File: src/rtl/mera_cfg.svh
`ifndef MERA_CFG_SVH
`define MERA_CFG_SVH

// Processors on the system bus
`define MERA_CPUS 4

// Extra memory cycles before the acknowledge
`define MERA_MEM_WAIT 1

// Words per segment, one segment per processor
`define MERA_SEG_WORDS 256

`endif

File: src/rtl/mera_pkg.sv
package mera_pkg;

	// Bit 0 is the most significant bit throughout
	typedef logic [0:15] word_t;
	typedef logic [0:15] addr_t;

	// Address halves: segment in bits 0-7, offset in bits 8-15
	typedef logic [0:7] seg_t;
	typedef logic [0:7] off_t;

	// Master side of the bus, all lines active low
	typedef struct packed {
		logic dr_;
		logic dw_;
		addr_t dad_;
		word_t ddt_;
	} bus_req_t;

	// Memory side of the bus, all lines active low
	typedef struct packed {
		logic ok_;
		word_t rdt_;
	} bus_rsp_t;

	// Released bus, every line pulled up
	localparam bus_req_t BUS_IDLE = '1;

	typedef enum logic [0:3] {
		OP_HLT = 4'h0,
		OP_LW  = 4'h1,
		OP_AW  = 4'h2,
		OP_SW  = 4'h3
	} opcode_t;

	typedef enum logic [2:0] {
		CPU_IDLE,
		CPU_FETCH,
		CPU_DECODE,
		CPU_OPER,
		CPU_NEXT
	} cpu_state_t;

	typedef enum logic [1:0] {
		PNL_IDLE,
		PNL_REQ,
		PNL_CYCLE
	} panel_state_t;

endpackage

File: src/rtl/cpu_core.sv
`timescale 1ns/1ps

module cpu_core #(
	parameter int CPU_NUMBER = 0
) (
	input logic __clk,
	input logic rst_n,
	input logic start,
	input logic zw,
	input mera_pkg::bus_rsp_t rsp,
	output logic zg,
	output mera_pkg::bus_req_t req,
	output logic run,
	output logic awaria_
);

	import mera_pkg::*;

	cpu_state_t state;
	word_t ac;
	word_t ir;
	addr_t ic;
	opcode_t op;
	seg_t seg;
	word_t rd;
	logic bus_idle;
	logic cycle_end;

	assign seg = seg_t'(CPU_NUMBER);
	assign op = opcode_t'(ir[0:3]);
	assign rd = ~rsp.rdt_;
	assign bus_idle = req.dr_ & req.dw_;

	// Only this master is driving when ok_ comes back
	assign cycle_end = !bus_idle && !rsp.ok_;

	// ------------------------------------------------------------------
	// Sequencer
	// ------------------------------------------------------------------

	always_ff @(posedge __clk) begin
		if (!rst_n) begin
			state <= CPU_IDLE;
			zg <= 1'b0;
			req <= BUS_IDLE;
			run <= 1'b0;
			awaria_ <= 1'b1;
		end else begin
			case (state)
			CPU_IDLE: begin
				if (start) begin
					run <= 1'b1;
					zg <= 1'b1;
					state <= CPU_FETCH;
				end
			end
			CPU_FETCH: begin
				if (bus_idle) begin
					if (zw) begin
						req.dr_ <= 1'b0;
						req.dad_ <= ~ic;
					end
				end else if (!rsp.ok_) begin
					req <= BUS_IDLE;
					zg <= 1'b0;
					state <= CPU_DECODE;
				end
			end
			CPU_DECODE: begin
				case (op)
				OP_LW, OP_AW, OP_SW: begin
					zg <= 1'b1;
					state <= CPU_OPER;
				end
				OP_HLT: begin
					run <= 1'b0;
					state <= CPU_IDLE;
				end
				default: begin
					// Illegal instruction stops the processor with an alarm
					run <= 1'b0;
					awaria_ <= 1'b0;
					state <= CPU_IDLE;
				end
				endcase
			end
			CPU_OPER: begin
				if (bus_idle) begin
					if (zw) begin
						req.dad_ <= ~{seg, ir[8:15]};
						if (op == OP_SW) begin
							req.dw_ <= 1'b0;
							req.ddt_ <= ~ac;
						end else begin
							req.dr_ <= 1'b0;
						end
					end
				end else if (!rsp.ok_) begin
					req <= BUS_IDLE;
					zg <= 1'b0;
					state <= CPU_NEXT;
				end
			end
			CPU_NEXT: begin
				// zg stays low here for one cycle so the arbiter can pass the bus on
				zg <= 1'b1;
				state <= CPU_FETCH;
			end
			default: state <= CPU_IDLE;
			endcase
		end
	end

	// ------------------------------------------------------------------
	// Accumulator, instruction register and counter
	// ------------------------------------------------------------------

	always_ff @(posedge __clk) begin
		if (state == CPU_IDLE && start) begin
			ac <= '0;
			ic <= {seg, 8'h00};
		end
		if (state == CPU_FETCH && cycle_end) begin
			ir <= rd;
			ic[8:15] <= ic[8:15] + 8'd1;
		end
		// Read operand, add wraps modulo 2^16
		if (state == CPU_OPER && cycle_end && !req.dr_) begin
			if (op == OP_AW) begin
				ac <= ac + rd;
			end else begin
				ac <= rd;
			end
		end
	end

	a_req_granted: assert property (@(posedge __clk) disable iff (!rst_n)
		!bus_idle |-> zw);

	a_one_strobe: assert property (@(posedge __clk) disable iff (!rst_n)
		!(!req.dr_ && !req.dw_));

endmodule

File: config.mk
export PLATFORM = sky130hd
export DESIGN_NAME = cpu_core
export DESIGN_NICKNAME = d
export VERILOG_FILES = /design/src/rtl/mera_cfg.svh /design/src/rtl/mera_pkg.sv /design/src/rtl/cpu_core.sv
export SDC_FILE = /design/constraint.sdc
export NUM_CORES = 1
export LEC_CHECK = 0
export ABC_AREA = 0
export BUFFER_PORTS_ARGS = -buffer_cell sky130_fd_sc_hd__clkbuf_2
export CAP_MARGIN = 20
export CORE_MARGIN = 4
export CORE_UTILIZATION = 40
export DETAILED_ROUTE_END_ITERATION = 8
export PLACE_DENSITY_LB_ADDON = 0.1
export SYNTH_ARGS = -nofsm -noshare
export SYNTH_HDL_FRONTEND = slang
export SYNTH_SLANG_ARGS = --single-unit
File: constraint.sdc
create_clock -name __clk -period 2.65 [get_ports __clk]
set_input_delay 0.265 -clock __clk [delete_from_list [all_inputs] [get_ports __clk]]
set_output_delay 0.265 -clock __clk [all_outputs]
set_load 0.01 [all_outputs]
# Yosys cells after proc, flatten, opt, wreduce, memory -nomap -nowiden
# Index checks and enable logic that the tools add are counted.
dict set report op_classes {
  reduce_logical 25
  bitwise_logic 6
  n_eq_ne 20
  n_div 0
  shifts 0
  mux 32
  n_mul 0
  n_lt_le_gt_ge 0
  add_sub_neg 2
}
# op count
set op_table {}
lappend op_table {{16-bit two-way mux} 7}
lappend op_table {{34-bit two-way mux} 3}
lappend op_table {{34-bit case mux with 2 select lines} 1}
lappend op_table {{16-bit NOT} 2}
lappend op_table {{8-bit NOT with 16-bit output} 2}
lappend op_table {{2-bit != test, second input constant} 9}
lappend op_table {{16-bit adder} 1}
lappend op_table {{8-bit two-way mux} 2}
lappend op_table {{3-bit two-way mux} 5}
lappend op_table {{3-bit case mux with 5 select lines} 1}
lappend op_table {{3-bit != test, second input constant} 4}
lappend op_table {{1-bit two-way mux} 10}
lappend op_table {{5-bit AND reduction} 2}
lappend op_table {{8-bit by 1-bit adder with 8-bit output, second input constant} 1}
lappend op_table {{4-bit by 2-bit == test with 1-bit output, second input constant} 2}
lappend op_table {{4-bit AND reduction} 2}
lappend op_table {{2-bit nonzero test} 4}
lappend op_table {{3-bit by 2-bit == test with 1-bit output, second input constant} 2}
lappend op_table {{3-bit AND reduction} 2}
lappend op_table {{1-bit logical AND} 5}
lappend op_table {{4-bit by 1-bit == test with 1-bit output, second input constant} 1}
lappend op_table {{4-bit logical NOT} 1}
lappend op_table {{1-bit case mux with 4 select lines} 1}
lappend op_table {{4-bit nonzero test} 1}
lappend op_table {{12 further kinds} 14}
dict set report totals {
  romBits 0
  mem_count 0
  regBits 80
  latchBits 0
  inputBits 21
  mem_bits_rw 0
}

# Depth between registers and ports, before layout
dict set report logic_depth {
  word_depth 6
  mapped_depth 10
  ltp_nobuf 10
}

# Least setup slack after synthesis
# No wires, ideal clock.
dict set report synth_path {
  path_type {flip-flop to flip-flop}
  from {register ac[0]}
  to {register ac[10] (data pin)}
  t_required_ns 2.385
  setup_time_ns 0.265
  arrival_time_ns 2.146
  path_stages_with_launch 10
  path_buffers 0
  setup_slack_ns 0.239
  cell_sequence {edfxtp_1 > ha_1 > inv_1 > fa_1 > and2b_1 > o2111ai_1 > a21boi_2 > a41oi_1 > and4_1 > or3_1}
}
dict set report synth_between {
  elab_chain_cells 3
}
# element line_no
set synth_lines {}
lappend synth_lines {{start: declaration} cpu_core.sv:20} ;# word_t ac;
lappend synth_lines {{start signal: assignment} cpu_core.sv:130} ;# ac <= ac + rd;
lappend synth_lines {{start signal: assignment} cpu_core.sv:132} ;# ac <= rd;
lappend synth_lines {{16-bit adder} cpu_core.sv:130}
lappend synth_lines {{16-bit two-way mux} cpu_core.sv:129} ;# if (op == OP_AW) begin
lappend synth_lines {{16-bit two-way mux} cpu_core.sv:128} ;# if (state == CPU_OPER && cycle_end && !req.dr_) begin
# No other way between the ends.
# A chain may end at the register's enable or synchronous reset.

# Worst setup path in the final report
# Ends and elaborated chain as after synthesis.

==> metrics.md <==
| Metric | Value |
|---|---|
| Status | completed |
| Vias in the first global route | 2,717 |
| Max-cap viol count | 0 |
| Final layout net count | 468 |
| Hold Slack | 0.170 ns |
| Relative slew margins | 49.1% |
| Die area | 11,000 sq um |
| Overall power | 0.00249 W |
| Fillcell total | 872 |
| Largest net degree at the start of global routing | 34 |
| Layout cells sized above 1 | 22.8% |
| Detailed Route WL | 8570 microns |
| Post-synth EDFFs | 36 |
| Finished Layout Cells | 546 |
| Fmax achieved | 401 MHz |
| Pleak | 1.95 nW |
| Hold Path Class | input pin to flop |
| Clock sinks | 76 |
| Worst Path Buf+Inv | 1 |
| Final Core Density | 47.6% |
| Initial core utilization | 40.8% |
| Detail Route Antenna Nets | 0 |
| Clock Skew | 0.0105 ns |
| Worst Tran Pin Value | 0.763 ns |
| RD Place Congestion | 0.824 |
| Global-route usage over all layers | 16.1% |
| VDD IR max | 0.243 mV |
| Setup TNS Final | 0 ns |
| Library cells used by synthesis | 48 |
| Setup-failing EPs final | 0 |
| Critical Path AT | 2.60 ns |
| Cell row count | 35 |
| Critical path startpoint category | flop |
| Primary FF master, synth | dfxtp_1 |
| Port Buffer Count | 57 |
| I/O pin total | 58 |
| Detail Placement HPWL | 6290 microns |
| CP endpoint kind | flop |
| Via-per-instance ratio | 5.25 |
| Syn avg cell area | 10.2 sq um |
| CTS tree | done |
| Crit path max fanout | 3 |
| Crit share post-route | 94.2% |
| DRT Pass-1 Iters | 5 |
| Clock transition at path regs | 0.09 ns |
| Power Dens Cells | 570 nW/um^2 |
| Detailed Route Iter0 Violations | 100 |
| Kind of critical path | flop to flop |
| Clock tree buffer depth | 2 |
| Synth warnings | 0 |
| Placed instance count | 529 |
| Synthesized instance count | 369 |
| Ys async rst share | 0% |
| Vias | 2,867 |
| Worst-path cell chain | ha_2 > inv_1 > fa_1 > and2b_1 > o2111ai_2 > a21boi_2 > a41oi_1 > and4_1 > or3_1 |
| # diodes | 0 |
| Core area | 9200 sq um |
| Clock period minus worst slack | 2.50 ns |
| Mapped Area | 3760 sq um |
| Die width | 105 microns |
| Clock Root Buffer | clkbuf_8 |
| TritonCTS Buffers | 9 |
| Synthesis-to-finish area growth | 16.5% |
| Clk_lat worst skew | 0.36 ns |
| Remaining global-route overflow | 0 |
| DIE HEIGHT | 105 microns |
| Worst path required time | 2.76 ns |
| Crit-path max cell delay | 0.39 ns |
| RSZ-0062 raised after global routing | false |
| Top delay family on crit path | simple AND/OR/NAND/NOR gates |
| H-tree levels | 3 |
| Initial antenna violation count | 0 |
| Seq/Total Area, Yosys | 50.1% |
| Hold Violations, Final | 0 |
| Syn nets | 407 |
| FF+latch count, synth | 76 |
| Routed length per instance | 15.7 microns |
| Slew Limit Fails | 0 |
| First-pass GRT wire length | 14,100 microns |
| DRC viols | 0 |
| CP max stage cell | fa_1 |
## sequential cells by signal, indices dropped and copies added, names as in the netlist
signal,count
run,1
req,34
zg,1
state,3
ic,8
ac,16
ir,12
awaria_,1
## power by group
| part | internal, W | leakage (nW) | switching (W) |
|---|---|---|---|
| clock network | 0.000440 | 0.100 | 0.000476 |
| logic | 0.000118 | 1.18 | 0.000166 |
| registers | 0.00126 | 0.673 | 0.0000282 |
| total | 0.00182 | 1.95 | 0.000670 |
## cells in the mapped netlist, drive strengths merged (10+ instances only)
| library cell | instances | area [sq um] |
|---|---|---|
| dfxtp | 40 | 801 |
| nand2 | 40 | 150 |
| edfxtp | 36 | 1080 |
| nor2 | 29 | 109 |
| inv | 22 | 82.6 |
| o211ai | 17 | 128 |
| a21oi | 16 | 80.1 |
| ha | 16 | 200 |
| o21ai | 13 | 65.1 |
| mux2i | 11 | 110 |
| or2 | 10 | 62.6 |
## final timing paths
| check | endpoint | start | cells past startpoint | slack [ns] |
|---|---|---|---|---|
| min | ir[0] | rsp[0] | 2 | 0.17 |
| max reg2reg | ac[10] | ac[0] | 9 | 0.15 |
| max | ac[10] | ac[0] | 9 | 0.15 |
| min reg2reg | req[24] | req[24] | 1 | 0.45 |
## repair_timing
| action | in CTS | in global routing |
|---|---|---|
| hold buffers | 0 | 0 |
| resized for setup | 0 | 2 |
| buffers inserted | 0 | 1 |
| endpoints found under the setup margin | 0 | 1 |
## stage by stage
step	area, sq um	worst slack, ns
floorplan	3760	0.239
global placement	4160	0.0840
detailed placement	4160	0.0474
CTS	4360	0.108
global route	4370	0.00411
finish	4370	0.154
## cells in the final DEF (no fill, tap or decap), drive strengths merged, types with 10 or more instances in the layout
cell type / n
or2: 10
ha: 16
clkbuf: 66
nand2: 40
o21ai: 13
inv: 24
mux2i: 11
a21oi: 16
dfxtp: 40
edfxtp: 36
nor2: 29
o211ai: 17
## final cells by class
class	count	area [sq um]	area share [%]
inverters	22	82.6	1.89
flip-flops and latches	76	1880	43.0
multi-input cells	256	1730	39.5
repair buffers	65	345	7.89
clock inverters	7	73.8	1.69
well taps	111	139	3.18
clock buffers	9	124	2.83
## logic make-up after synthesis
| logic type | synth area share [%] |
|---|---|
| AO/OA/AOI/OAI | 16.6 |
| flip-flops | 50.1 |
| multiplexers | 2.93 |
| buffers and inverters | 4.13 |
| adder cells (fa/ha/maj) | 5.86 |
| XOR/XNOR | 3.26 |
| AND/OR/NAND/NOR | 17.1 |
## metal layers
metal | GRT usage [%] | up-vias | part of all wire (%)
met5 | 0 | - | 0
met4 | 6.65 | 0 | 1.9
met3 | 3.27 | 16 | 5.1
met2 | 24.0 | 79 | 44
met1 | 22.9 | 1317 | 49
li1 | - | 1455 | -
Power figures use the tool's default switching activity.
