--- config.mk ---
export PLATFORM = sky130hd
export DESIGN_NAME = control_panel
export DESIGN_NICKNAME = d
export VERILOG_FILES = /design/src/rtl/mera_cfg.svh /design/src/rtl/mera_pkg.sv /design/src/rtl/control_panel.sv
export SDC_FILE = /design/constraint.sdc
export NUM_CORES = 1
export LEC_CHECK = 0
export BUFFER_PORTS_ARGS = -buffer_cell sky130_fd_sc_hd__buf_2
export CAP_MARGIN = 20
export CORE_MARGIN = 5
export CORE_UTILIZATION = 44
export CTS_BUF_LIST = sky130_fd_sc_hd__clkbuf_8
export DETAILED_ROUTE_END_ITERATION = 7
export PLACE_DENSITY = 0.79
export RECOVER_POWER = 25
export SYNTH_ARGS = -nofsm -noshare
export SYNTH_HDL_FRONTEND = slang
export SYNTH_SLANG_ARGS = --single-unit
--- constraint.sdc ---
create_clock -name __clk -period 3.7 [get_ports __clk]
set_input_delay 0.74 -clock __clk [delete_from_list [all_inputs] [get_ports __clk]]
set_output_delay 0.74 -clock __clk [all_outputs]
set_load 0.01 [all_outputs]
--- src/rtl/mera_cfg.svh ---
`ifndef MERA_CFG_SVH
`define MERA_CFG_SVH

// Processors on the system bus
`define MERA_CPUS 4

// Extra memory cycles before the acknowledge
`define MERA_MEM_WAIT 1

// Words per segment, one segment per processor
`define MERA_SEG_WORDS 256

`endif

--- src/rtl/mera_pkg.sv ---
package mera_pkg;

	// Bit 0 is the most significant bit throughout
	typedef logic [0:15] word_t;
	typedef logic [0:15] addr_t;

	// Address halves: segment in bits 0-7, offset in bits 8-15
	typedef logic [0:7] seg_t;
	typedef logic [0:7] off_t;

	// Master side of the bus, all lines active low
	typedef struct packed {
		logic dr_;
		logic dw_;
		addr_t dad_;
		word_t ddt_;
	} bus_req_t;

	// Memory side of the bus, all lines active low
	typedef struct packed {
		logic ok_;
		word_t rdt_;
	} bus_rsp_t;

	// Released bus, every line pulled up
	localparam bus_req_t BUS_IDLE = '1;

	typedef enum logic [0:3] {
		OP_HLT = 4'h0,
		OP_LW  = 4'h1,
		OP_AW  = 4'h2,
		OP_SW  = 4'h3
	} opcode_t;

	typedef enum logic [2:0] {
		CPU_IDLE,
		CPU_FETCH,
		CPU_DECODE,
		CPU_OPER,
		CPU_NEXT
	} cpu_state_t;

	typedef enum logic [1:0] {
		PNL_IDLE,
		PNL_REQ,
		PNL_CYCLE
	} panel_state_t;

endpackage

--- src/rtl/control_panel.sv ---
`timescale 1ns/1ps

module control_panel (
	input logic __clk,
	input logic rst_n,
	input mera_pkg::word_t kl,
	input mera_pkg::addr_t kl_addr,
	input logic panel_store_,
	input logic panel_fetch_,
	input logic start_,
	input logic zw,
	input mera_pkg::bus_rsp_t rsp,
	output logic zg,
	output mera_pkg::bus_req_t req,
	output mera_pkg::word_t w,
	output logic panel_busy,
	output logic start
);

	import mera_pkg::*;

	panel_state_t state;
	logic cmd;
	logic cmd_store;
	addr_t cmd_addr;
	word_t cmd_data;
	logic start_q;

	// Accepted only when idle, store wins over fetch
	assign cmd = (state == PNL_IDLE) && (!panel_store_ || !panel_fetch_);

	// Falling edge of start_ gives one pulse to all processors
	assign start = ~start_ & start_q;

	always_ff @(posedge __clk) begin
		if (!rst_n) begin
			start_q <= 1'b1;
		end else begin
			start_q <= start_;
		end
	end

	always_ff @(posedge __clk) begin
		if (cmd) begin
			cmd_store <= ~panel_store_;
			cmd_addr <= kl_addr;
			cmd_data <= kl;
		end
	end

	// ------------------------------------------------------------------
	// Bus master for store and fetch
	// ------------------------------------------------------------------

	always_ff @(posedge __clk) begin
		if (!rst_n) begin
			state <= PNL_IDLE;
			zg <= 1'b0;
			req <= BUS_IDLE;
			panel_busy <= 1'b0;
			w <= '0;
		end else begin
			case (state)
			PNL_IDLE: begin
				if (cmd) begin
					panel_busy <= 1'b1;
					zg <= 1'b1;
					state <= PNL_REQ;
				end
			end
			PNL_REQ: begin
				if (zw) begin
					req.dad_ <= ~cmd_addr;
					if (cmd_store) begin
						req.dw_ <= 1'b0;
						req.ddt_ <= ~cmd_data;
					end else begin
						req.dr_ <= 1'b0;
					end
					state <= PNL_CYCLE;
				end
			end
			PNL_CYCLE: begin
				// Hold the lines until memory answers
				if (!rsp.ok_) begin
					if (!cmd_store) begin
						w <= ~rsp.rdt_;
					end
					req <= BUS_IDLE;
					zg <= 1'b0;
					panel_busy <= 1'b0;
					state <= PNL_IDLE;
				end
			end
			default: state <= PNL_IDLE;
			endcase
		end
	end

	a_req_granted: assert property (@(posedge __clk) disable iff (!rst_n)
		(req != BUS_IDLE) |-> zw);

endmodule

Word-level counts from Yosys, hierarchy flattened. Index checks and enable logic that the tools add are counted.

Output and inout port bits: 53. Register bits: 87.

Eq/ne operators: 7. Multiplexer cells: 13. Bitwise gates (word level): 8. Reduce and logical (&&, ||, !) cells: 13.

Operators with widths (number): $mux 34 (2); $pmux 34 s2 (1); $not 16->16 (3); $mux 16 (1); $reduce_and 3->1 (4); $ne 2x2->1 const B (5); $reduce_and 4->1 (2); $mux 2 (3); $pmux 2 s3 (1); $mux 1 (4); $not 1->1 (4); $reduce_bool 2->1 (2); $eq 2x1->1 const B (1); $eq 2x2->1 const B (1); $logic_not 1->1 (2); $logic_not 2->1 (1); $pmux 1 s2 (1); $and 1x1->1 (1); $logic_and 1x1->1 (1); $logic_or 1x1->1 (1).

Depth between registers and ports, before layout. Gate-level depths: netlist of run 1.

Word-level depth: 5. Depth in mapped cells: 5.

Worst setup path before layout of run 1. OpenSTA, ideal clock, no wires.

Path kind: input-to-reg. Start: input port panel_store_. End: register panel_busy. Data arrival time: 3808 ps. Path buffers: 0. Stages: 2. Slack: -177 ps. Cells stage by stage: a211oi_1 o221a_2.

Cells in the longest elaborated chain, start to end: 5.

RTL lines: start: declaration (line control_panel.sv:8) `input logic panel_store_,`; $logic_not 1->1 (line control_panel.sv:30) `assign cmd = (state == PNL_IDLE) && (!panel_store_ || !panel_fetch_);`; $logic_or 1x1->1 (line control_panel.sv:30); $logic_and 1x1->1 (line control_panel.sv:30); $ne 2x2->1 (no line); $reduce_and 3->1 (no line); end signal: assignment (line control_panel.sv:60) `panel_busy <= 1'b0;`; end signal: assignment (line control_panel.sv:66) `panel_busy <= 1'b1;`; end signal: assignment (line control_panel.sv:91) `panel_busy <= 1'b0;`; end: declaration (line control_panel.sv:16) `output logic panel_busy,`.

Every way passes these cells. A chain may end at the register's enable or synchronous reset.

Final worst setup path of run 1.
Start: register state[1]. End: register req[5] (netlist name).

Cells in the longest elaborated chain, start to end: 3.

RTL lines: start: declaration (line control_panel.sv:22) `panel_state_t state;`; start signal: assignment (line control_panel.sv:57) `state <= PNL_IDLE;`; start signal: assignment (line control_panel.sv:68) `state <= PNL_REQ;`; start signal: assignment (line control_panel.sv:80) `state <= PNL_CYCLE;`; $eq 2x1->1 / $eq 2x2->1 (equally long branches) (line control_panel.sv:63) `case (state)`; $ne 2x2->1 (no line) / $reduce_bool 2->1 (equally long branches); $reduce_and 4->1 (no line); end: declaration (line control_panel.sv:14) `output mera_pkg::bus_req_t req,`.

Parallel ways exist; a longest one is shown, timed or not.

==> flow_summary.yaml, run 1 <==
outcome:
  status: "complete, no violations"
worst_setup_path:
  crit_fanout: 21
  crit_slowest_cell: "o22ai_4"
  cpPeakStageDelay_ps: 680
  worstPathArrival_ps: 2500
  crit_type: "flop to flop"
  critPathLaunch: "state[1]"
  cp-end-kind: "flop"
  worstSetupStartpointType: "flop"
  cpLargestDelayFamily: "compound AO/OA/AOI/OAI gates"
  worst-path-buf-inv: 0
  worstPathRequired_ps: 3930
  worstPathCellList: "or2b_1 -> o22ai_4 -> mux2_2"
  r2r_start: "state[1]"
logic_synthesis:
  avgSynthCellArea_um2: 14.0
  ys_ff_latch: 87
  synth_top_family_by_area: "compound AO/OA/AOI/OAI gates"
  yosys-mux-area-fraction_pct: 6.94
  synthSimpleGateAreaFrac_pct: 10.6
  synth.distinct_cells: 30
  synth-compound-area-share_pct: 11.5
  synthAdderAreaFrac_pct: 0
  syn_area_mm2: 0.00308
  yosysSeqAreaShare_pct: 67.2
  ys_warn_count: 0
  synthXorXnorAreaFrac_pct: 0
  synth_nets: 275
  netlist_instances: 220
floorplanning:
  io-pin-count: 108
  dieArea_mm2: 0.00878
  start_util_pct: 45.4
  die_w_um: 93.7
  core_mm2: 0.00679
  fp-row-count: 30
  fp.dieH_um: 93.7
cells_and_area:
  layout_commonest_cell: "buf_2"
  n_fill_cell: 574
  insertedDiodeCount: 0
  drive_above_1_share_pct: 44.6
  final_cells: 428
  fin_nets: 382
  mostFrequentLayoutCells: "buf_2 (106), dfxtp_1 (54), edfxtp_1 (33)"
  syn2layout_area_growth_pct: 25.8
  fin_area_mm2: 0.00388
global_routing:
  busiest_layer: "met2"
  grt_overflow: 0
  use_met3_pct: 4.33
  antenna_found_initial: 0
  track_usage_pct: 14.8
  grt_pass1_vias: 2163
  use_met1_pct: 17.6
  grt_max_degree: 39
  use_met2_pct: 24.7
  grt_pass1_wl_um: 10100
clock_network:
  clk_pin_slew_ps: 90
  cts_buffer_depth: 2
  cts.sinks: 87
  cts_resized: 0
  cts_buffers: 9
  cts_tree: "done"
  clockRootBuffer: "clkbuf_8"
  clock_latency_ps: 340
  htree_levels: 3
  ctsHoldBuffers: 0
  postCtsSetupBuffers: 0
routing:
  wirelength_um: 6170
  vias: 2056
  ant_nets: 0
  dr.first_iter.drc_count: 50
  wl_per_cell_um: 14.4
  drt_pass1_iterations: 4
  drc: 0
  via_per_inst: 4.80
timing:
  tightest_slew_ps: 822
  whs_ps: 421
  max_freq_mhz: 442
  finalSetupViolCount: 0
  post-route-period-util_pct: 61.2
  slew_headroom_pct: 45.2
  drv_slew: 0
  setup_tns_ps: 0
  post-route-min-period_ps: 2260
  hold_violations: 0
  rsz0062_at_grt: "no"
  clock_skew_ps: 6.79
run:
  drv_cap: 0
placed_design:
  placed_area_mm2: 0.00368
  dp_cells: 412
  place_congestion: 0.719
  hpwl_um: 4370
  io_buffers: 107
pwr:
  p_leak_nw: 1.53
  p_per_area_mw_per_mm2: 496
  ir_drop_uv: 280
  power_mw: 1.92
worst_hold_path:
  hold_start: "cmd_addr[12]"
  min_path_type: "flop to flop"
==> power by group <==
part           internal, mW  switching, mW  leakage (nW)
Clock                 0.319          0.339        0.0964
Sequential             1.06         0.0266         0.762
Combinational        0.0854         0.0927         0.668
Total                  1.47          0.458          1.53
==> area by class of cell <==
class                      instances  area [um2]  area share (%)
clock buffer                       9         124            3.19
clock inverter                     7        80.1            2.06
inverter                           4        15.0           0.387
multi-input combinational        114         905            23.3
sequential                        87        2070            53.4
tap                               96         120            3.10
timing repair buffer             111         564            14.5
==> sequential cells by signal (all words and copies together), names as in the netlist <==
| name | flops |
|---|---|
| cmd_data | 16 |
| req | 34 |
| state | 2 |
| panel_busy | 1 |
| cmd_addr | 16 |
| start_q | 1 |
| cmd_store | 1 |
| w | 16 |
==> through the flow <==
step           setup slack, ps  utilization, %
6_report                  1440            57.1
5_1_grt                   1260            57.1
4_1_cts                   1660            57.2
3_5_place_dp              1270            54.2
3_3_place_gp              1380            54.2
2_1_floorplan             1050               -
==> cells by family (layout without fill, tap and decap cells) <==
group,count (synthesis),in the layout
compound gates,41,41
mux,16,16
flops,87,87
buf+inv,19,131
simple gates,57,57
==> metal layers <==
layer | routed length [um] | up-vias
met1 | 2540 | 960
met3 | 452 | 11
li1 | - | 1013
met2 | 3070 | 72
met4 | 108 | 0
met5 | 0 | -
==> worst register-to-register path: stages, from the launching register on <==
cell     delay (ps)
dfxtp_1         480
or2b_1          570
o22ai_4         690
mux2_2          410
==> cell usage after synthesis, drive strengths merged <==
cell type   n  area share [%]
a2111oi     1            0.28
a211oi     17             4.1
a21oi       1            0.16
a2bb2oi    16             4.5
buf        10             2.7
clkbuf      5            0.61
clkinv      1            0.12
dfxtp      54              35
edfxtp     33              32
inv         3            0.37
mux2       16             6.9
nand2       1            0.12
nand2b     17             3.4
nand3      16             2.6
nand3b      2            0.89
nor2       18             2.2
nor2b       1            0.20
nor4b       1            0.77
o211ai      2            0.93
o21ai       1            0.16
o221a       1            0.37
o221ai      1            0.28
o22ai       1            0.65
or2b        1            0.37
==> path summary, 6_finish.rpt <==
kind	to	slack, ps	cells past startpoint
max reg2reg	req[5]	1440	3
min	req[28]	420	1
max	req[5]	1440	3
min reg2reg	req[28]	420	1
(Power assumes the default switching activity.)
==> run 2: changes to the inputs <==
--- a/config.mk
+++ b/config.mk
@@ -11,7 +11,7 @@
 export CORE_UTILIZATION = 44
 export CTS_BUF_LIST = sky130_fd_sc_hd__clkbuf_8
 export DETAILED_ROUTE_END_ITERATION = 7
-export PLACE_DENSITY = 0.79
+export PLACE_DENSITY = 0.76
 export RECOVER_POWER = 25
 export SYNTH_ARGS = -nofsm -noshare
 export SYNTH_HDL_FRONTEND = slang
==> constraint.sdc (replaced) <==
create_clock -name __clk -period 2.2 [get_ports __clk]
set_input_delay 0.44 -clock __clk [delete_from_list [all_inputs] [get_ports __clk]]
set_output_delay 0.44 -clock __clk [all_outputs]
set_load 0.01 [all_outputs]
==> flow_summary.yaml, run 2 (synthesized netlist as in run 1, its figures left out) <==
outcome:
  status: "complete, no violations"
cells_and_area:
  largest_reg_flops: 34
  mostFrequentLayoutCells: "buf_2 (103), dfxtp_1 (54), edfxtp_1 (33)"
  syn2layout_area_growth_pct: 26.7
  drive_above_1_share_pct: 44.5
  layout_commonest_cell: "buf_2"
  regMostFlops: "req"
  final_cells: 431
  fin_nets: 385
  insertedDiodeCount: 0
timing:
  drv_slew: 0
  post-route-min-period_ps: 1800
  finalSetupViolCount: 0
  post-route-period-util_pct: 81.7
  setup_tns_ps: 0
  rsz0062_at_grt: "no"
  max_freq_mhz: 556
  slew_headroom_pct: 50.8
  whs_ps: 251
  hold_violations: 0
  clock_skew_ps: 16.0
  tightest_slew_ps: 738
placed_design:
  hpwl_um: 4420
  dp_cells: 415
  place_congestion: 0.716
  io_buffers: 107
routing:
  ant_nets: 0
  drc: 0
  wirelength_um: 6130
  vias: 2053
  wl_per_cell_um: 14.2
  dr.first_iter.drc_count: 60
  drt_pass1_iterations: 4
  via_per_inst: 4.76
global_routing:
  antenna_found_initial: 0
  track_usage_pct: 14.5
  grt_pass1_vias: 2043
  grt_pass1_wl_um: 9580
  grt_max_degree: 33
  grt_overflow: 0
clock_network:
  cts_buffers: 9
  cts_buffer_depth: 2
  postCtsSetupBuffers: 0
  cts_resized: 0
  clk_pin_slew_ps: 100
  cts.sinks: 87
  cts_tree: "done"
  clock_latency_ps: 360
  ctsHoldBuffers: 0
  htree_levels: 3
  clockRootBuffer: "clkbuf_8"
worst_setup_path:
  crit_fanout: 21
  cpPeakStageDelay_ps: 470
  worstPathRequired_ps: 2440
  cp-end-kind: "flop"
  crit_slowest_cell: "dfxtp_1"
  worstSetupStartpointType: "flop"
  crit_type: "flop to flop"
  worst-path-buf-inv: 1
  cpLargestDelayFamily: "flip-flops"
  worstPathArrival_ps: 2040
  worstPathCellList: "or2b_4 -> o22ai_4 -> buf_4 -> mux2_2"
floorplanning:
  io-pin-count: 108
  die_w_um: 93.7
  fp.dieH_um: 93.7
  core_mm2: 0.00679
  start_util_pct: 45.4
  fp-row-count: 30
  dieArea_mm2: 0.00878
worst_hold_path:
  min_path_type: "input port to flop"
pwr:
  p_leak_nw: 1.54
  p_per_area_mw_per_mm2: 823
  power_mw: 3.22
  ir_drop_uv: 481
run:
  drv_cap: 0
run 2: power breakdown:
part	internal, mW	switching, mW
sequential	1.78	0.0443
clock	0.447	0.626
combinational	0.155	0.159
total	2.39	0.829
run 2: routing by layer:
layer / GRT usage [%] / wire (um)
met1: 17.4 / 2600
met2: 23.0 / 3020
met3: 4.25 / 407
met4: 8.30 / 110
met5: 0 / 0
run 2: path summary, 6_finish.rpt:
check | depth (start not counted) | slack, ps | start | to
hold / removal | 1 | 250 | kl_addr[4] | cmd_addr[4]
hold reg to reg | 1 | 420 | cmd_addr[15] | req[31]
setup reg to reg | 4 | 400 | state[1] | req[15]
setup / recovery | 4 | 400 | state[1] | req[15]
run 2: layout make-up:
class / instances / area (um2)
Inverter: 4 / 15.0
Clock inverter: 7 / 72.6
Timing Repair Buffer: 114 / 596
Tap cell: 96 / 120
Clock buffer: 9 / 124
Sequential cell: 87 / 2070
Multi-Input combinational cell: 114 / 908
Fill cell: 598 / 2890
run 2: per-stage QoR:
stage	setup WS [ps]	utilization, %	area (um2)
after floorplan	382	-	3100
after global placement	469	54.7	3720
after detailed placement	418	54.7	3720
after CTS	401	57.6	3910
after global routing	308	57.5	3910
final	402	57.5	3910
run 2: worst reg2reg max path: cells and delay by family, from the launching register on:
family | cells | cell delay, ps
flops | 1 | 470
simple gates | 1 | 410
mux | 1 | 370
buf+inv | 1 | 290
compound gates | 1 | 140
