## src/rtl/mera_cfg.svh

```systemverilog
`ifndef MERA_CFG_SVH
`define MERA_CFG_SVH

// Processors on the system bus
`define MERA_CPUS 4

// Extra memory cycles before the acknowledge
`define MERA_MEM_WAIT 1

// Words per segment, one segment per processor
`define MERA_SEG_WORDS 256

`endif

```

## src/rtl/bus_arbiter.sv

```systemverilog
`timescale 1ns/1ps
`include "mera_cfg.svh"

module bus_arbiter (
	input logic __clk,
	input logic rst_n,
	input logic [0:`MERA_CPUS] zg,
	output logic [0:`MERA_CPUS] zw
);

	logic [0:`MERA_CPUS] zw_next;
	logic held;

	// Owner keeps the bus while it still requests
	assign held = |(zw & zg);

	always_comb begin
		zw_next = '0;
		if (held) begin
			zw_next = zw;
		end else begin
			// Walk down so the lowest index ends up granted
			for (int i = `MERA_CPUS; i >= 0; i--) begin
				if (zg[i]) begin
					zw_next = '0;
					zw_next[i] = 1'b1;
				end
			end
		end
	end

	always_ff @(posedge __clk) begin
		if (!rst_n) begin
			zw <= '0;
		end else begin
			zw <= zw_next;
		end
	end

	a_onehot: assert property (@(posedge __clk) disable iff (!rst_n)
		$onehot0(zw));

endmodule

```

## config.mk

```make
export PLATFORM = sky130hd
export DESIGN_NAME = bus_arbiter
export DESIGN_NICKNAME = d
export VERILOG_FILES = /design/src/rtl/bus_arbiter.sv
export VERILOG_INCLUDE_DIRS = /design/src /design/src/rtl
export SDC_FILE = /design/constraint.sdc
export NUM_CORES = 1
export LEC_CHECK = 0
export ABC_AREA = 1
export BUFFER_PORTS_ARGS = -buffer_cell sky130_fd_sc_hd__buf_2
export CELL_PAD_IN_SITES_DETAIL_PLACEMENT = 0
export CELL_PAD_IN_SITES_GLOBAL_PLACEMENT = 1
export CORE_AREA = 2 2 39 41
export DETAILED_ROUTE_END_ITERATION = 10
export DIE_AREA = 0 0 41 43
export GPL_TIMING_DRIVEN = 1
export PLACE_DENSITY_LB_ADDON = 0.1
export REMOVE_ABC_BUFFERS = 1
export SETUP_SLACK_MARGIN = 0.2
export SYNTH_ARGS = -nofsm -noshare
export SYNTH_HDL_FRONTEND = slang
export SYNTH_SLANG_ARGS = --single-unit
```

## constraint.sdc

```tcl
create_clock -name __clk -period 1.9 [get_ports __clk]
set_input_delay 0 -clock __clk [delete_from_list [all_inputs] [get_ports __clk]]
set_output_delay 0 -clock __clk [all_outputs]
set_load 0.02 [all_outputs]
```

Word-level counts from Yosys, hierarchy flattened
Index checks and enable logic that the tools add are counted.
- register bits after elaboration: 5
- input port bits: 7
- mux-type cells: 5
- bitwise logic cells: 1
- reductions and logical operators: 1
- operators by type and width (cell ; count):
    two-way mux 5 bit ; 4
    AND 5 bit ; 1
    OR reduction 5 bit ; 1
    two-way mux 1 bit ; 1

Depth between registers and ports, before layout
Gate-level depths: netlist of run 1.
- word-level depth: 5
- depth in mapped cells: 6

Worst setup path after synthesis of run 1
OpenSTA, ideal clock, no wires.
- path type: register to register
- start point: reg zw[3] (netlist name)
- end point: reg zw[4] (netlist name)
- setup time: 0.111 ns
- data arrival time: 0.884 ns
- required time: 1.789 ns
- path slack: 0.905 ns
- stages on the path, launching flop included: 6
- path buffers: 0
- cell sequence: dfxtp_1 > nand2_1 > nand3_2 > nor2_4 > and2_1 > nor2_1
- word-level cells in the longest chain between the ends: 2
- ends and longest elaborated chain (item ; RTL line ; text):
    from (decl) ; bus_arbiter.sv:8 ; output logic [0:`MERA_CPUS] zw
    from (signal assigned) ; bus_arbiter.sv:36 ; zw <= zw_next;
    AND 5 bit ; bus_arbiter.sv:15 ; assign held = |(zw & zg);
    OR reduction 5 bit ; bus_arbiter.sv:15 ;
No other way between the ends.
A chain may end at the register's enable or synchronous reset.

Worst setup path after layout of run 1
- start point: reg zw[2] (netlist name)
- end point: reg zw[4] (netlist name)
Same word-level chain as after synthesis.

==> metrics, run 1 <==
Clock Skew 0.002561 ns; wire length per cell 9.111 µm; RSZ-0062 raised after global routing false; Die W 41 µm; Setup WS pre-CTS 0.9026 ns; largest net degree at the start of global routing 10; min-delay src rst_n; post-synth top area share 0.3865; # DRC 0; adder-cell share of the synthesized area 0; critical path data required time 2.05 ns; min-delay worst type input pin to flip-flop; Final Setup Violations 0; CP max FO 9; antenna violations before repair 0; Ant. Diodes 0; final setup margin 0.9045 ns; reg2reg start zw[2]; IO Port Bufs 11; Compound-Gate Fraction of Synth Area 0.02899; Syn. warnings 0; Vias/cell 4.000; Antenna Nets Post-Route 0; Synth async-reset ratio 0; max-cap violation count 0; crit path time final 0.9955 ns; Max Root-Sink Buffers 2; post-CTS setup buffers 0; setup tns final 0 ns; clock tree sinks 5; final period utilization 0.5240; Worst-Skew Late Latency 0.25 ns; fraction of layout cells with a size suffix above 1 0.2857; Netlist cell types 10; final cell area excluding filler cells 360.3 µm²; mux contribution to synthesized area 0; first-pass GRT wire length 966 µm; P&R area growth vs syn 39.13%; DRT iter0 DRCs 7; die area 0.001763 mm²; largest family of logic cells by synthesized area simple AND/OR/NAND/NOR gates; Primary FF master, synth dfxtp_1; Synth Cell Area 259.0 µm²; Placed Area 334.1 µm²; final slew viol count 0; syn avg cell area 6.317 µm²; I/O pin cnt 12; pwr dens 1881 mW/mm²; status finished clean; post-DP HPWL 479.3 µm; Synth top cells by count 17 x nand2_1, 10 x nor2_1, 5 x dfxtp_1, 3 x inv_1; CTS tree built; largest registers zw x5; vias in the first global route 232; Detailed Routing Iterations Pass 1 4; Total GRT Usage 0.09027; Syn Inst Count 41; area leader, netlist dfxtp_1; post-synthesis sequential area ratio 0.3865; Clock Pin Slew Worst Setup and Hold Paths 0.05 ns; overall routed net length 656 µm; Synth Register Bits 5; Peak VDD IR 0.0005242 V; Die H 43 µm; worst r2r dst zw[4]; Hold Violations, Final 0; CTS H-Tree Depth 1; core box area 0.001384 mm²; vias 288; max_slew headroom 0.8565; hold endpoint zw[0]; top cells by area, synth dfxtp_1 39%, nand2_1 25%, nor2_1 14%; Largest register FFs 5; Root Buffer clkbuf_4; Leakage Power 0.2071 nW; worst r2r path cells 5; CP arrival 1.14 ns; GRT overflow 0; EDFF count, synth 0; GPL Wtd Cong 0.6230; hold depth 3; Worst R2R Setup Slack 0.90 ns; fin nets 64; Reg with most FFs zw; cts hold-fix bufs 0; most numerous cell in the Yosys netlist nand2_1; Num CTS Buffers 3; CTS resizes 0; cell row count 14; Worst Max-Slew Pin Slew 0.2145 ns; Critical Path Sink Type flip-flop; Synth Area in Simple Gates 0.5411; Starting Density 0.1872; Synth Area in XOR/XNOR 0; FMAX 1.004 GHz; startpoint types flip-flop; CP Class flip-flop to flip-flop
-- layout make-up --
type / instances / area [µm²]
Fill cell: 162 / 1023
Multi-Input combinational cell: 33 / 147.6
Sequential cell: 5 / 100.1
Timing Repair Buffer: 11 / 55.05
Clock buffer: 4 / 26.28
Tap cell: 16 / 20.02
Inverter: 3 / 11.26
-- through the flow --
stage	std cells	total power, W	util	hold WS (ns)
finish	72	0.0006777	0.2604	0.02008
global placement	68	0.0005471	0.2414	0.2818
CTS	72	0.0006865	0.2604	0.01768
floorplan	41	0.0004537	-	0.1204
global route	72	0.0007411	0.2604	0.03702
detailed placement	68	0.0005489	0.2414	0.2863
-- where the power goes --
part / switching [W] / internal, W
Combinational: 0.000226 / 0.000125
Sequential: 0.0000362 / 0.000159
Clock: 0.0000511 / 0.0000799
-- cell usage in the layout (no fill, tap or decap) --
| master | instances |
|---|---|
| clkbuf_4 | 3 |
| clkbuf_1 | 1 |
| inv_1 | 3 |
| nor2_1 | 10 |
| and2_1 | 1 |
| nand3_2 | 1 |
| nand3_1 | 1 |
| nand4_1 | 1 |
| nor2_4 | 1 |
| buf_2 | 11 |
| dfxtp_1 | 5 |
| nand2_1 | 17 |
| o21bai_1 | 1 |
-- worst max path at each step --
stage | start | to | slack [ns] | cells past startpoint
floorplan | zw[3] | zw[4] | 0.91 | 5
global placement | zw[3] | zw[4] | 0.92 | 5
detailed placement | zw[0] | zw[4] | 0.90 | 5
CTS | zw[0] | zw[4] | 0.90 | 5
global route | zw[0] | zw[4] | 0.80 | 5
finish | zw[2] | zw[4] | 0.90 | 5
-- kinds of logic after synthesis --
| logic type | after synthesis |
|---|---|
| AO/OA/AOI/OAI | 1 |
| AND/OR/NAND/NOR | 32 |
| buffers and inverters | 3 |
| flip-flops | 5 |
-- critical path, cell delays in order, from the launching register on --
cell and delay, ns:
dfxtp_1 0.32, nand2_1 0.06, nand2_1 0.09, nor2_4 0.22, and2_1 0.16, nor2_1 0.04
-- per-layer routing --
layer	global-route usage	vias up	routed length [µm]
met5	0	-	0
met4	0.1000	0	31
met3	0.04712	5	66
met2	0.1063	9	278
met1	0.1026	118	280
li1	-	156	-
(Power assumes the default switching activity.)
==> inputs of run 2 (changes only) <==
- ABC_AREA: 1 -> 0
- clock period: 1.9 -> 1 ns (I/O delays scaled with it)
==> run 2 against run 1 <==
Net effect:
- the run now ends with setup timing left
- critical path depth down 2
- synthesized area down 8.2%
- routed wire length down 0.46%
- fmax down 12%
- worst setup slack worse by 1.0 ns
- critical endpoint is now zw[3]
==> metrics, run 2 <==
EDFF count, synth 0 (unchanged); CTS tree built; CP arrival 1.24 ns (+0.10 ns); cell row count 14 (unchanged); Critical Path Sink Type flip-flop; most numerous cell in the Yosys netlist nand2_1; Register Area 105.1 µm² (+5.0%); Synth Register Bits 5 (unchanged); Worst-Skew Late Latency 0.24 ns (about the same); final slew viol count 0 (unchanged); CP Class flip-flop to flip-flop; Root Buffer clkbuf_4; status finished with violations; Synth top cells by count 7 x nand2_1, 5 x dfxtp_1, 5 x mux2i_1, 2 x nand3b_1; wire length per cell 10.70 µm (+17%); min-delay src zg[0]; Total GRT Usage 0.09265 (+0.002378); Ant. Diodes 0 (unchanged); GPL Wtd Cong 0.7344 (+18%); Largest register FFs 5 (unchanged); largest family of logic cells by synthesized area simple AND/OR/NAND/NOR gates; final period utilization 1.126 (+0.6022); NetSw 0.0001352 W (-57%); Compound-Gate Fraction of Synth Area 0.07368 (+0.04470); Clock Skew 0.003033 ns (+0.0004717 ns); clock tree sinks 5 (unchanged); Syn Inst Count 26 (-37%); Die H 43 µm (unchanged); CTS H-Tree Depth 1 (unchanged); Netlist cell types 11 (+1); first-pass GRT wire length 1028 µm (+6.4%); post-DP HPWL 490.5 µm (+2.3%); syn avg cell area 9.143 µm² (+45%); Final Setup Violations 5 (+5); Comb power frac 0.187 (-0.331); reg2reg start zw[2]; DRT iter0 DRCs 2 (-5); RSZ-0062 raised after global routing true; I/O pin cnt 12 (unchanged); Synth Area in XOR/XNOR 0 (unchanged); sw frac 0.2464 (-0.2163); Synth async-reset ratio 0 (unchanged); worst r2r path cells 3 (-2); startpoint types flip-flop; Synth Area in Simple Gates 0.2737 (-0.2674); Worst Setup EP zw[3]; Syn. warnings 0 (unchanged); Leakage Power 0.1780 nW (-14%); largest net degree at the start of global routing 9 (-1); crit path time final 1.126 ns (+0.1306 ns); Max Root-Sink Buffers 2 (unchanged); worst r2r dst zw[3]; P&R area growth vs syn 73.68%; clock power share 0.420 (+0.227); Fillers 161 (-0.62%); die area 0.001763 mm² (unchanged); min-delay worst type input pin to flip-flop; final cell area excluding filler cells 412.9 µm² (+15%); Reg with most FFs zw; post-CTS setup buffers 0 (unchanged); max-cap violation count 0 (unchanged); Peak VDD IR 0.0005347 V (+2.0%); most frequent cells in the layout 7 x nand2_1, 7 x buf_2, 7 x buf_6, 5 x mux2i_1, 4 x dfxtp_2; fin nets 53 (-17%); GRT overflow 0 (unchanged); area leader, netlist dfxtp_1; FMAX 0.8880 GHz (-12%); Worst R2R Setup Slack -0.13 ns (-1.03 ns); largest registers zw x5; Starting Density 0.1718 (-0.01537); Worst Setup SP zw[2]; vias in the first global route 252 (+8.6%); overall routed net length 653 µm (-0.46%); Worst Max-Slew Pin Slew 0.4187 ns (+0.2042 ns); Primary FF master, synth dfxtp_1; post-synth top area share 0.4211 (+0.03458); Placed Area 345.3 µm² (+3.4%); critical path data required time 1.12 ns (-0.93 ns); Pint 0.0004135 W (+14%); IO Port Bufs 11 (unchanged); Vias/cell 4.148 (+3.7%); failing checks setup timing; Clock Pin Slew Worst Setup and Hold Paths 0.04 ns (about the same); fraction of layout cells with a size suffix above 1 0.5333 (+0.2476); top cells by area, synth dfxtp_1 42%, mux2i_1 21%, nand2_1 11%; # DRC 0 (unchanged); Synth Cell Area 237.7 µm² (-8.2%); Die W 41 µm (unchanged); vias 253 (-12%); CP max FO 5 (-4); Sequential Power Share 0.393 (+0.104); adder-cell share of the synthesized area 0 (unchanged); Final Util 0.2984 (+0.03797); final setup margin -0.1262 ns (-1.031 ns); area of the multi-input gates 132.6 µm² (-10%); antenna violations before repair 0 (unchanged); Num CTS Buffers 3 (unchanged); pwr dens 1329 mW/mm² (-29%); post-synthesis sequential area ratio 0.4211 (+0.03458); WHS 0.04004 ns (+0.01997 ns); core box area 0.001384 mm² (unchanged); max_slew headroom 0.7169 (-0.1395); Detailed Routing Iterations Pass 1 4 (unchanged); Hold Violations, Final 0 (unchanged); cts hold-fix bufs 0 (unchanged); mux contribution to synthesized area 0.2105 (+0.2105); Antenna Nets Post-Route 0 (unchanged)
[run 2: area by class of cell]
class,count,share of cell area
Clock buffer,4,0.06364
Tap cell,16,0.04848
Timing Repair Buffer,16,0.3121
Sequential cell,5,0.2545
Multi-Input combinational cell,20,0.3212
[run 2: power by group through the flow]
stage	Clock, W	Sequential [W]	Combinational (W)
finish	0.000231	0.000215	0.000103
CTS	0.000241	0.000214	0.000101
floorplan	0	0.000228	0.0000333
global route	0.000257	0.000216	0.000111
global placement	0	0.000217	0.0000921
detailed placement	0	0.000217	0.0000921
[run 2: critical path, cell delays in order (launching register included)]
cell and delay (ns):
dfxtp_2 0.31, a222oi_1 0.35, nand2_2 0.19, mux2i_1 0.16
[run 2: cell families after synthesis]
logic type / after synthesis
and+or+nand+nor: 13
buffers and inverters: 1
DFF: 5
AOI/OAI and AO/OA: 2
muxes: 5
[run 2: through the flow]
stage               total power [W]  setup WS (ns)  std cells  setup TNS [ns]
detailed placement        0.0003090        -0.1453         57         -0.7072
CTS                       0.0005560        -0.1402         61         -0.6881
finish                    0.0005487        -0.1262         61         -0.5997
global placement          0.0003091        -0.1183         57         -0.5794
floorplan                 0.0002616        -0.1476         25         -0.7382
global route              0.0005842        -0.2370         61          -1.074
[run 2: routing by layer]
layer | routed length, µm | part of all wire | vias up | track usage
met2 | 348 | 0.53 | 4 | 0.1281
met3 | 22 | 0.034 | 0 | 0.03141
met4 | 0 | 0 | 0 | 0.08000
li1 | - | - | 131 | -
met1 | 282 | 0.43 | 118 | 0.1071
met5 | 0 | 0 | - | 0
[run 2: what timing repair did]
item | in CTS | in global routing
setup endpoints to repair | 9 | 9
resized for setup | 12 | 3
gates cloned | 0 | 0
pin swaps | 2 | 0
[run 2: how the worst min path moves through the flow]
stage / slack (ns) / to / depth (start not counted)
after global routing: 0.04 / zw[0] / 3
after global placement: 0.27 / zw[3] / 3
after floorplan: 0.14 / zw[0] / 2
after detailed placement: 0.28 / zw[3] / 3
final: 0.04 / zw[0] / 3
after CTS: 0.01 / zw[3] / 3
==> inputs of run 3 (changes only) <==
- ABC_AREA: 0 -> 1
==> run 3 against run 2 <==
Net effect:
- the run now ends clean
- first-iteration DRC count rose by 100%
- power rose to 3.3 times the previous value
- critical path depth grew 2
- register-to-register slack better by 0.19 ns
- routed wire length grew 23%
- critical path type unchanged
- highest routed layer is now met4
==> metrics, run 3 (synthesized netlist as in run 1, its figures left out) <==
Starting Density 0.1872 (+0.01537); Worst Max-Slew Pin Slew 0.2513 ns (-0.1674 ns); Largest register FFs 5 (unchanged); hold depth 3 (unchanged); post-DP HPWL 522.5 µm (+6.5%); I/O pin cnt 12 (unchanged); clock tree sinks 5 (unchanged); CP arrival 1.08 ns (-0.16 ns); worst r2r path cells 5 (+2); CP max FO 5 (unchanged); Reg with most FFs zw; startpoint types flip-flop; Critical Path Sink Type flip-flop; Comb power frac 0.637 (+0.450); setup tns final 0 ns (+0.5997 ns); Clock Pin Slew Worst Setup and Hold Paths 0.05 ns (about the same); DRT iter0 DRCs 4 (+2); largest net degree at the start of global routing 6 (-3); P&R area growth vs syn 85.99%; Worst-Skew Late Latency 0.25 ns (about the same); Num CTS Buffers 3 (unchanged); min-delay worst type input pin to flip-flop; wire length per cell 10.33 µm (-3.5%); die area 0.001763 mm² (unchanged); Die H 43 µm (unchanged); reg2reg start zw[1]; fin nets 70 (+32%); Peak VDD IR 0.001232 V (+130%); antenna violations before repair 0 (unchanged); min-delay src rst_n; Max Root-Sink Buffers 2 (unchanged); pwr dens 3713 mW/mm² (+180%); Root Buffer clkbuf_4; # DRC 0 (unchanged); status finished clean; Antenna Nets Post-Route 0 (unchanged); GRT overflow 0 (unchanged); Die W 41 µm (unchanged); most frequent cells in the layout 11 x nand2_1, 10 x nor2_1, 7 x buf_6, 6 x buf_2; Hold Violations, Final 0 (unchanged); most common cell after layout, fill and taps aside nand2_1; final period utilization 0.9386 (-0.1876); Final Setup Violations 0 (-5); worst r2r dst zw[4]; cell row count 14 (unchanged); first-pass GRT wire length 1221 µm (+19%); fraction of layout cells with a size suffix above 1 0.5323 (-0.001075); overall routed net length 806 µm (+23%); max_slew headroom 0.8319 (+0.1149); Clock Skew 0.002039 ns (-0.0009936 ns); Worst R2R Setup Slack 0.06 ns (+0.19 ns); Pint 0.001035 W (+150%); critical path data required time 1.14 ns (+0.02 ns); Sequential Power Share 0.225 (-0.168); CP Class flip-flop to flip-flop; FMAX 1.065 GHz (+20%); NetSw 0.0007533 W (+460%); Total GRT Usage 0.1093 (+0.01668); cts hold-fix bufs 0 (unchanged); RSZ-0062 raised after global routing true; crit path time final 0.9386 ns (-0.1876 ns); core box area 0.001384 mm² (unchanged); vias in the first global route 293 (+16%); GPL Wtd Cong 0.6379 (-13%); CTS tree built; WHS 0.02721 ns (-0.01283 ns); CTS H-Tree Depth 1 (unchanged); vias 329 (+30%); clock power share 0.138 (-0.282); Detailed Routing Iterations Pass 1 2 (-2); max-cap violation count 0 (unchanged); sw frac 0.4212 (+0.1749); IO Port Bufs 11 (unchanged); Ant. Diodes 0 (unchanged); Vias/cell 4.218 (+1.7%); largest registers zw x5; Leakage Power 0.2495 nW (+40%); hold endpoint zw[1]; final slew viol count 0 (unchanged)
-- run 3: cell count changes in the layout (fill, tap and decap cells not counted), moves of 3 or more --
| cell | before | now |
|---|---|---|
| nand2_2 | 1 | 5 |
| mux2i_1 | 5 | 0 |
| inv_1 | 0 | 3 |
| nand2_1 | 7 | 11 |
| nor2_1 | 1 | 10 |
-- run 3: power groups by stage --
stage	clock network (W)	registers (W)	logic, W
3_3_place_gp	0	0.000356	0.000772
6_report	0.000247	0.000403	0.00114
4_1_cts	0.000260	0.000380	0.00102
3_5_place_dp	0	0.000359	0.000776
5_1_grt	0.000271	0.000412	0.00123
2_1_floorplan	0	0.000494	0.000368
-- run 3: cell type report --
class	count	area (µm²)
multi-input cells	34	186.4
inverters	3	11.26
well taps	16	20.02
flip-flops and latches	5	106.4
clock buffers	4	26.28
fillers	157	902.1
repair buffers	16	131.4
-- run 3: worst max-delay path by stage --
stage,from,to,slack [ns],cells past startpoint
4_1_cts,zw[0],zw[4],0.06,5
3_5_place_dp,zw[3],zw[4],0.03,5
6_report,zw[1],zw[4],0.06,5
3_3_place_gp,zw[2],zw[4],0.03,5
5_1_grt,zw[3],zw[3],0.01,6
2_1_floorplan,zw[3],zw[4],0.005,5
-- run 3: what timing repair did --
item | in CTS | in global routing
gates resized for setup | 16 | 10
buffers inserted | 1 | 1
gates cloned | 1 | 0
setup endpoints to repair | 8 | 10
pin swaps | 6 | 7
-- run 3: through the flow --
| step | instances | util | total power (W) | area [µm²] | setup slack [ns] |
|---|---|---|---|---|---|
| 6_report | 78 | 0.3481 | 0.001788 | 481.7 | 0.06140 |
| 5_1_grt | 78 | 0.3481 | 0.001908 | 481.7 | 0.01485 |
| 3_5_place_dp | 71 | 0.2577 | 0.001135 | 356.6 | 0.02957 |
| 4_1_cts | 77 | 0.3219 | 0.001663 | 445.4 | 0.05567 |
| 3_3_place_gp | 71 | 0.2577 | 0.001129 | 356.6 | 0.03002 |
| 2_1_floorplan | 41 | - | 0.0008620 | 259.0 | 0.005495 |
-- run 3: metal layers --
metal  share of wire  GRT usage  routed length (µm)
met5               0          0                   0
met4          0.0050     0.1000                   4
met3           0.052    0.04712                  42
met2            0.50     0.1406                 404
met1            0.44     0.1282                 355
-- run 3: worst max-delay path, cell delays in order, from the launching register on --
cell	delay [ns]
dfxtp_2	0.32
nand2_2	0.07
nand3_4	0.10
nor2_4	0.15
and2_1	0.14
nor2_1	0.04
